--- src/design/div_settings.svh ---
`ifndef DIV_SETTINGS_SVH
`define DIV_SETTINGS_SVH

// operand widths.
`define DIV_N_W 16
`define DIV_D_W 8

// cells with row + column below this use the approximate difference.
// 0 makes the whole array exact.
`define DIV_APPROX_DEPTH 4

`endif
--- src/design/div_pkg.sv ---
`default_nettype none

`include "div_settings.svh"

package div_pkg;

  typedef logic [`DIV_N_W-1:0] dividend_t;
  typedef logic [`DIV_D_W-1:0] divisor_t;

  // quotient and remainder share the divisor width.
  typedef logic [`DIV_D_W-1:0] quotient_t;
  typedef logic [`DIV_D_W-1:0] remainder_t;

endpackage

`default_nettype wire

--- src/design/div_result_if.sv ---
`timescale 1ns/1ps
`default_nettype none

// raw array results, core to output stage.
interface div_result_if;

  logic                valid;
  div_pkg::quotient_t  quotient;
  div_pkg::remainder_t remainder;
  logic                overflow;  // quotient above not usable.

  modport core (
    output valid,
    output quotient,
    output remainder,
    output overflow
  );

  modport stage (
    input valid,
    input quotient,
    input remainder,
    input overflow
  );

endinterface

`default_nettype wire

--- src/design/div_operand_if.sv ---
`timescale 1ns/1ps
`default_nettype none

// registered operands, input stage to array core.
interface div_operand_if;

  logic               valid;     // one-cycle strobe.
  div_pkg::dividend_t dividend;
  div_pkg::divisor_t  divisor;
  logic               overflow;  // only meaningful with valid.

  modport stage (
    output valid,
    output dividend,
    output divisor,
    output overflow
  );

  modport core (
    input valid,
    input dividend,
    input divisor,
    input overflow
  );

endinterface

`default_nettype wire

--- src/design/approx_divider_top.sv ---
`timescale 1ns/1ps
`default_nettype none

// 16 by 8 approximate divider, three register stages.
module approx_divider_top (
  input  logic                clk,
  input  logic                arst_n,
  input  logic                in_valid,
  input  div_pkg::dividend_t  dividend,
  input  div_pkg::divisor_t   divisor,
  output logic                out_valid,
  output div_pkg::quotient_t  quotient,
  output div_pkg::remainder_t remainder,
  output logic                overflow
);

  div_operand_if op_if ();
  div_result_if  res_if ();

  div_input_stage div_input_stage_inst (
    .clk      (clk),
    .arst_n   (arst_n),
    .in_valid (in_valid),
    .dividend (dividend),
    .divisor  (divisor),
    .op       (op_if.stage)
  );

  div_core div_core_inst (
    .clk    (clk),
    .arst_n (arst_n),
    .op     (op_if.core),
    .res    (res_if.core)
  );

  div_output_stage div_output_stage_inst (
    .clk       (clk),
    .arst_n    (arst_n),
    .res       (res_if.stage),
    .out_valid (out_valid),
    .quotient  (quotient),
    .remainder (remainder),
    .overflow  (overflow)
  );

endmodule

`default_nettype wire

--- src/design/div_output_stage.sv ---
`timescale 1ns/1ps
`default_nettype none

module div_output_stage (
  input  logic                clk,
  input  logic                arst_n,
  div_result_if.stage         res,
  output logic                out_valid,
  output div_pkg::quotient_t  quotient,
  output div_pkg::remainder_t remainder,
  output logic                overflow
);

  div_pkg::quotient_t  q_next;
  div_pkg::remainder_t r_next;

  // saturate on overflow, array output is meaningless then.
  assign q_next = res.overflow ? '1 : res.quotient;
  assign r_next = res.overflow ? '0 : res.remainder;

  always_ff @(posedge clk or negedge arst_n) begin
    if (!arst_n) begin
      out_valid <= 1'b0;
      quotient  <= '0;
      remainder <= '0;
      overflow  <= 1'b0;
    end else begin
      out_valid <= res.valid;
      if (res.valid) begin  // hold last result otherwise.
        quotient  <= q_next;
        remainder <= r_next;
        overflow  <= res.overflow;
      end
    end
  end

  // flag raised two stages back must reach the port as saturation.
  a_ovf_saturates: assert property (
    @(posedge clk) disable iff (!arst_n)
    (out_valid && overflow) |-> (quotient == '1 && remainder == '0)
  );

endmodule

`default_nettype wire

--- src/design/div_core.sv ---
`timescale 1ns/1ps
`default_nettype none

`include "div_settings.svh"

// restoring array with one row per quotient bit and the top row first.
module div_core (
  input  logic        clk,
  input  logic        arst_n,
  div_operand_if.core op,
  div_result_if.core  res
);

  localparam int N_W   = `DIV_N_W;
  localparam int D_W   = `DIV_D_W;
  localparam int DEPTH = `DIV_APPROX_DEPTH;

  logic [D_W-1:0] r_loc [D_W];  // partial remainder per row.
  logic [D_W-1:0] b_loc [D_W];  // borrow chain per row.

  div_pkg::quotient_t  q_raw;
  div_pkg::remainder_t rem_raw;

  for (genvar i = 0; i < D_W; i++) begin : g_row
    logic top_bit;  // bit shifted out above the row.

    if (i == D_W - 1) begin : g_top_first
      assign top_bit = op.dividend[N_W-1];
    end else begin : g_top_rem
      assign top_bit = r_loc[i+1][D_W-1];
    end

    // subtract when the shifted-out bit is set or no final borrow.
    assign q_raw[i] = top_bit | ~b_loc[i][D_W-1];

    for (genvar j = 0; j < D_W; j++) begin : g_col
      logic x_in;
      logic b_in;

      if (j == 0) begin : g_x_new
        assign x_in = op.dividend[i];  // next dividend bit enters here.
      end else if (i == D_W - 1) begin : g_x_first
        assign x_in = op.dividend[D_W-1+j];
      end else begin : g_x_shift
        assign x_in = r_loc[i+1][j-1];
      end

      if (j == 0) begin : g_b_lsb
        assign b_in = 1'b0;
      end else begin : g_b_chain
        assign b_in = b_loc[i][j-1];
      end

      div_cell #(
        .approx ((i + j) < DEPTH)
      ) div_cell_inst (
        .x     (x_in),
        .y     (op.divisor[j]),
        .bin   (b_in),
        .qs    (q_raw[i]),
        .r_sub (r_loc[i][j]),
        .bout  (b_loc[i][j])
      );
    end
  end

  assign rem_raw = r_loc[0];

  always_ff @(posedge clk or negedge arst_n) begin
    if (!arst_n) begin
      res.valid    <= 1'b0;
      res.overflow <= 1'b0;
    end else begin
      res.valid <= op.valid;
      if (op.valid) begin
        res.overflow <= op.overflow;
      end
    end
  end

  // payload follows the strobe.
  always_ff @(posedge clk) begin
    if (op.valid) begin
      res.quotient  <= q_raw;
      res.remainder <= rem_raw;
    end
  end

  // rows outside the approximate triangle give exact quotient bits.
  a_upper_exact: assert property (
    @(posedge clk) disable iff (!arst_n)
    (op.valid && !op.overflow) |->
      ((N_W'(q_raw) >> DEPTH) == ((op.dividend / N_W'(op.divisor)) >> DEPTH))
  );

endmodule

`default_nettype wire

--- src/design/div_input_stage.sv ---
`timescale 1ns/1ps
`default_nettype none

`include "div_settings.svh"

module div_input_stage (
  input  logic               clk,
  input  logic               arst_n,
  input  logic               in_valid,
  input  div_pkg::dividend_t dividend,
  input  div_pkg::divisor_t  divisor,
  div_operand_if.stage       op
);

  logic [`DIV_D_W-1:0] dividend_hi;
  logic                ovf_next;

  assign dividend_hi = dividend[`DIV_N_W-1 -: `DIV_D_W];

  // quotient needs more than D_W bits, divide by zero included.
  assign ovf_next = (dividend_hi >= divisor);

  always_ff @(posedge clk or negedge arst_n) begin
    if (!arst_n) begin
      op.valid    <= 1'b0;
      op.overflow <= 1'b0;
    end else begin
      op.valid <= in_valid;
      if (in_valid) begin
        op.overflow <= ovf_next;
      end
    end
  end

  always_ff @(posedge clk) begin
    if (in_valid) begin
      op.dividend <= dividend;
      op.divisor  <= divisor;
    end
  end

  // the core computes straight from these registers.
  a_operands_known: assert property (
    @(posedge clk) disable iff (!arst_n)
    op.valid |-> !$isunknown({op.dividend, op.divisor, op.overflow})
  );

endmodule

`default_nettype wire

--- src/design/div_cell.sv ---
`timescale 1ns/1ps
`default_nettype none

// one-bit restoring subtractor cell, x - y - bin.
module div_cell #(
  parameter bit approx = 1'b0
) (
  input  logic x,
  input  logic y,
  input  logic bin,
  input  logic qs,
  output logic r_sub,
  output logic bout
);

  logic diff;

  // borrow is always exact.
  assign bout = (~x & y) | (~(x ^ y) & bin);

  if (approx) begin : g_approx
    // drops the borrow-in from the difference except when it masks y.
    assign diff = bin ? x : (x ^ y);
  end else begin : g_exact
    assign diff = x ^ y ^ bin;
  end

  // restore when the row did not subtract.
  assign r_sub = qs ? diff : x;

endmodule

`default_nettype wire

--- config.mk ---
export PLATFORM = sky130hd
export DESIGN_NAME = approx_divider_top
export DESIGN_NICKNAME = d
export VERILOG_FILES = /design/src/design/div_pkg.sv /design/src/design/div_result_if.sv /design/src/design/div_operand_if.sv /design/src/design/approx_divider_top.sv /design/src/design/div_output_stage.sv /design/src/design/div_core.sv /design/src/design/div_input_stage.sv /design/src/design/div_cell.sv
export VERILOG_INCLUDE_DIRS = /design/src /design/src/design
export SDC_FILE = /design/constraint.sdc
export NUM_CORES = 1
export LEC_CHECK = 0
export ABC_AREA = 1
export BUFFER_PORTS_ARGS = -buffer_cell sky130_fd_sc_hd__clkbuf_2
export CORE_UTILIZATION = 45
export DETAILED_ROUTE_END_ITERATION = 7
export SYNTH_ARGS = -nofsm -noshare
export SYNTH_HDL_FRONTEND = slang
export SYNTH_SLANG_ARGS = --single-unit
--- constraint.sdc ---
create_clock -name clk -period 35.7 [get_ports clk]
set_clock_uncertainty 0.05 [all_clocks]
set_input_delay 5.355 -clock clk [delete_from_list [all_inputs] [get_ports clk]]
set_output_delay 5.355 -clock clk [all_outputs]
set_load 0.05 [all_outputs]
==> impl_metrics.ini, run 1 <==
[run_status]
status = finished clean

[critical_path]
end_kind = register
worstSetupPathType = reg2reg
arrival_ns = 28.66
max_stage_delay_ns = 0.53
cp.required_ns = 35.75
slowest_stage = fa_1
crit_fanout = 15
crit_top_cell = fa_1
cp-start-kind = register

[clock_tree]
clk_pin_slew_worst_paths_ns = 0.07
cts_tree = yes
cts_root_buf = clkbuf_8
postCtsSetupBuffers = 0
htreeDepth = 3
cts.path.max_buffers = 2
cts_resized = 0
cts_buffers = 9
clock_latency_ns = 0.35
hold_buffers = 0
cts_sinks = 62

[timing]
min_period_over_period_pct = 80.16
setup_viol = 0
max_freq_mhz = 34.94
final.setup.tns_ns = 0
rsz0062_at_grt = no
maxSlewViolCount = 0
slew_headroom_pct = 46.48
worst_pin_slew_ns = 0.8028
post-route-min-period_ns = 28.62
hold_violations = 0
hold_ws_ns = 0.4114

[grt]
grt_remaining_overflow = 0
antenna_found_initial = 0
grt_max_degree = 28
grt_pass1_vias = 3437
grt_pass1_wl_um = 16040
grt_usage_pct = 18.75

[route]
wl_met2_um = 4871
num_vias = 3355
via_per_inst = 4.834
drt-met1-wl_um = 4018
drcViolationCount = 0
dr.pass1.iters = 4
dr.max_layer_used = met4
drt_wl_total_um = 9333
drt-initial-drc-count = 142
wl_met3_um = 288
ant_nets = 0
wl_per_cell_um = 13.45

[logic_synthesis]
yosysSeqAreaShare_pct = 36.00
synth-seq-cells = 62
syn_area_mm2 = 0.004866
yosysWarnings = 0
synth_nets = 601
syn_inst = 503
syn-mean-instance-area_um2 = 9.674
synth.distinct_cells = 36

[die]
core_area_mm2 = 0.01042
die_x_um = 106.0
rows = 37
die_h_um = 106.0
io_pins = 45
start_util_pct = 46.71
dieArea_mm2 = 0.01123

[layout]
diodes = 0
drive_above_1_share_pct = 17.20
final_util_pct = 52.00
syn_to_final_growth_pct = 11.31
stdcell_count = 694
final_nets = 651

[placed_design]
place_inst = 678
globalplace.congestion = 0.8399
hpwl_um = 7569
io_buffers = 44

[run]
maxCapViolCount = 0

[min_path]
hold_path_class = reg2reg
synth_stat cells:
library cell	instances	area share (%)
clkbuf_1	1	0.077
and2_1	3	0.39
mux2i_1	2	0.41
nand3_1	31	3.2
nor2_1	16	1.2
nand3_4	5	1.8
a31oi_1	1	0.13
inv_4	1	0.13
inv_2	1	0.077
nand2_8	1	0.41
inv_1	106	8.2
o21ai_1	7	0.72
nand2_1	118	9.1
o211ai_1	1	0.15
a21o_1	2	0.31
o21a_1	4	0.62
ha_1	21	5.4
nand2_4	5	1.2
nand4_1	2	0.26
nor2_2	1	0.13
fa_1	50	21
or2_2	1	0.13
a21oi_1	10	1.0
mux2_2	1	0.23
buf_6	5	1.2
nand3_2	5	1.0
a21boi_0	1	0.15
dfrtp_1	22	11
o21ai_2	2	0.36
clkinv_1	1	0.077
a21oi_2	2	0.36
o21ai_0	6	0.62
a22o_1	8	1.4
o22a_1	8	1.4
edfxtp_1	40	25
nand2_2	12	1.5
sequential cells by signal, indices dropped and copies added (netlist names):
register / count
div_core_inst.res.overflow: 1
div_core_inst.res.quotient: 8
div_core_inst.res.remainder: 8
div_core_inst.res.valid: 1
div_input_stage_inst.op.dividend: 16
div_input_stage_inst.op.divisor: 8
div_input_stage_inst.op.overflow: 1
div_input_stage_inst.op.valid: 1
div_output_stage_inst.out_valid: 1
div_output_stage_inst.overflow: 1
div_output_stage_inst.quotient: 8
div_output_stage_inst.remainder: 8
area by class of cell:
class,instances,area (um2)
Clock inverter,7,88.84
Sequential cell,62,1752
Timing Repair Buffer,45,227.7
Inverter,109,411.6
Fill cell,933,5000
Clock buffer,9,123.9
Multi-Input combinational cell,326,2643
Tap cell,136,170.2
logic make-up (layout without fill, tap and decap cells):
group                    after synthesis  in the layout  share of synthesized area [%]
AND/OR/NAND/NOR                      200            200                          20.37
adder cells (fa/ha/maj)               71             71                          25.97
flip-flops                            62             62                          36.00
buffers and inverters                115            170                          9.694
multiplexers                           3              3                         0.6428
AO/OA/AOI/OAI                         52             52                          7.329
worst max-delay path, delay by kind of cell (launching register included):
kind | cells | cell delay [ns]
compound gates | 11 | 1.83
fa+ha+maj | 54 | 21.63
buf+inv | 17 | 1.31
flops | 1 | 0.52
simple gates | 18 | 2.96
placed cells by master, fill, tap and decap left out, types with 3 or more instances in the layout:
| cell | netlist | layout |
|---|---|---|
| a21oi_1 | 10 | 10 |
| clkbuf_2 | 0 | 44 |
| o22a_1 | 8 | 8 |
| ha_1 | 21 | 21 |
| nand2_4 | 5 | 5 |
| nor2_1 | 16 | 16 |
| inv_1 | 106 | 106 |
| edfxtp_1 | 40 | 40 |
| dfrtp_1 | 22 | 22 |
| nand3_4 | 5 | 5 |
| fa_1 | 50 | 50 |
| o21ai_1 | 7 | 7 |
| clkinv_1 | 1 | 3 |
| nand3_2 | 5 | 5 |
| o21ai_0 | 6 | 6 |
| clkbuf_8 | 0 | 9 |
| o21a_1 | 4 | 4 |
| nand3_1 | 31 | 31 |
| and2_1 | 3 | 3 |
| a22o_1 | 8 | 8 |
| nand2_1 | 118 | 118 |
| nand2_2 | 12 | 12 |
layer usage:
metal	track usage (%)	vias up
li1	-	1688
met4	5.853	0
met2	33.01	48
met5	0	-
met1	22.93	1609
met3	4.047	10
path summary, 6_finish.rpt:
path,startpoint,end,slack [ns],cells after the start
worst max-delay path,div_input_stage_inst.op.divisor[0],div_core_inst.res.remainder[3],7.08,100
worst min-delay path,div_core_inst.res.remainder[4],div_output_stage_inst.remainder[4],0.41,1
worst max register to register,div_input_stage_inst.op.divisor[0],div_core_inst.res.remainder[3],7.08,100
worst min register to register,div_core_inst.res.remainder[4],div_output_stage_inst.remainder[4],0.41,1
max in group asynchronous,arst_n,div_output_stage_inst.quotient[0],30.26,1
min in group asynchronous,arst_n,div_output_stage_inst.quotient[3],4.94,1
through the flow:
stage	setup WS (ns)	cell area, um2
finish	7.083	5416
global route	5.407	5416
CTS	6.953	5416
detailed placement	7.003	5204
global placement	7.564	5204
floorplan	8.964	4866
Power of run 1 is not shown: default switching activity piles up to over one toggle a cycle in this logic, so the estimate is an artifact.
==> run 2: changes to the inputs <==
==> constraint.sdc (replaced) <==
create_clock -name clk -period 26.4 [get_ports clk]
set_clock_uncertainty 0.05 [all_clocks]
set_input_delay 3.96 -clock clk [delete_from_list [all_inputs] [get_ports clk]]
set_output_delay 3.96 -clock clk [all_outputs]
set_load 0.05 [all_outputs]
==> run 2 against run 1 <==
  * Critical path depth grew 1
  * Via count grew 3.0%
  * Setup slack lost 6.0 ns
  * Register-to-register slack lost 6.0 ns
  * Die area is the same
  * Count of clock-buffer cells in the layout is the same
  * Routed wire length grew 3.0%
  * Non-clock buffer count grew 20
  * First-iteration DRC count shrank 30%
  * Global-route usage grew 0.34 points
  * Critical path type unchanged
  * Final cell count grew 3.0%
  * Sequential share of layout area shrank 1.5 points
==> impl_metrics.ini, run 2 (synthesis gave the netlist of run 1 again) <==
[die]
die_x_um = 106.0
dieArea_mm2 = 0.01123
rows = 37
core_area_mm2 = 0.01042
start_util_pct = 46.71
die_h_um = 106.0
io_pins = 45

[grt]
antenna_found_initial = 0
grt_max_degree = 28
grt_pass1_wl_um = 16190
grt_usage_pct = 19.08
grt_pass1_vias = 3498
grt_remaining_overflow = 0

[critical_path]
rrSetupSlack_ns = 1.11
r2r.worst_path.cells = 101
path_buf_inv = 18
slowest_stage = fa_1
critPathTopFamily = adder cells
reg2reg_from = div_input_stage_inst.op.dividend[7]
cp.required_ns = 26.47
max_stage_delay_ns = 0.47
end_kind = register
r2r_end = div_core_inst.res.remainder[3]
crit_path_end = div_core_inst.res.remainder[3]
crit_path_start = div_input_stage_inst.op.dividend[7]
crit_top_cell = fa_1
cp.depth = 101
arrival_ns = 25.36
cp-start-kind = register
crit_fanout = 8
worstSetupPathType = reg2reg

[layout]
diodes = 0
layout_commonest_cell = nand2_1
most-common-layout-cells = nand2_1, inv_1, clkbuf_2, edfxtp_1, nand3_1
stdcell_count = 715
largest_register_ffs = 16
top_register = div_input_stage_inst.op.dividend
final_nets = 672
drive_above_1_share_pct = 25.04
syn_to_final_growth_pct = 16.74

[placed_design]
globalplace.congestion = 0.8650
io_buffers = 44
place_inst = 694
hpwl_um = 7804

[timing]
post-route-min-period_ns = 25.29
maxSlewViolCount = 0
worst_pin_slew_ns = 0.6962
max_freq_mhz = 39.54
slew_headroom_pct = 53.59
min_period_over_period_pct = 95.80
hold_violations = 0
setup_viol = 0
rsz0062_at_grt = no

[min_path]
whs_path_depth = 1
hold_path_class = reg2reg

[route]
dr.pass1.iters = 4
wl_per_cell_um = 13.45
drt-initial-drc-count = 100
drcViolationCount = 0
drt_wl_total_um = 9617
num_vias = 3455
ant_nets = 0
via_per_inst = 4.832

[clock_tree]
htreeDepth = 3
cts_tree = yes
cts_buffers = 9
cts.path.max_buffers = 2
clk_pin_slew_worst_paths_ns = 0.07
cts_sinks = 62
cts_root_buf = clkbuf_8
clock_latency_ns = 0.35

[run]
maxCapViolCount = 0

[run_status]
status = finished clean
## run 2: changes by cell type in the layout (fill, tap and decap cells not counted), sizes merged
cell,previous run,this run
buf,1,21
clkinvlp,1,0
bufinv,2,3
nand3,41,42
## run 2: area by class of cell
cell class / count / area, um2
inverter: 109 / 411.6
tap: 136 / 170.2
clock buffer: 9 / 123.9
fill: 962 / 4736
timing repair buffer: 65 / 381.6
sequential: 62 / 1752
multi-input combinational: 327 / 2729
clock inverter: 7 / 112.6
## run 2: worst min path at each step
stage | end | from | slack (ns)
global route | div_output_stage_inst.remainder[2] | div_core_inst.res.remainder[2] | 0.43
floorplan | div_output_stage_inst.out_valid | div_core_inst.res.valid | 0.30
CTS | div_output_stage_inst.remainder[6] | div_core_inst.res.remainder[6] | 0.42
detailed placement | div_output_stage_inst.remainder[6] | div_core_inst.res.remainder[6] | 0.40
finish | div_output_stage_inst.remainder[5] | div_core_inst.res.remainder[5] | 0.41
global placement | div_output_stage_inst.remainder[6] | div_core_inst.res.remainder[6] | 0.40
## run 2: stage by stage
stage / setup TNS (ns) / utilization, % / area, um2 / worst slack [ns] / hold slack, ns
6_report: 0 / 54.53 / 5680 / 1.110 / 0.4134
5_1_grt: 0 / 54.53 / 5680 / 0.005446 / 0.4332
4_1_cts: 0 / 53.75 / 5599 / 0.02570 / 0.4158
3_5_place_dp: -2.360 / 51.26 / 5339 / -0.3491 / 0.4003
3_3_place_gp: 0 / 51.26 / 5339 / 0.03020 / 0.3974
2_1_floorplan: 0 / - / 4881 / 0.04985 / 0.3019
## run 2: layer usage
metal	vias up	track usage, %	share of wire, %
li1	1726	-	-
met1	1644	22.61	42
met2	62	33.33	52
met3	23	3.924	2.7
met4	0	8.631	2.7
met5	-	0	0
## run 2: timing repair
item | 4_1_cts | 5_1_grt
pin swaps | 1 | 2
setup buffers | 1 | 3
hold buffers | 0 | 0
resized for setup | 7 | 21
setup endpoints to repair | 9 | 9
hold endpoints to repair | 0 | 0
cloned | 0 | 1
## run 2: worst reg2reg max path: cells and delay by family (launching register included)
kind | cells | cell delay (ns)
buffers and inverters | 18 | 1.18
and+or+nand+nor | 18 | 1.82
DFF | 1 | 0.39
adders and majority gates | 54 | 20.18
AOI/OAI and AO/OA | 11 | 1.44
Power of run 2 is left out for the same reason.
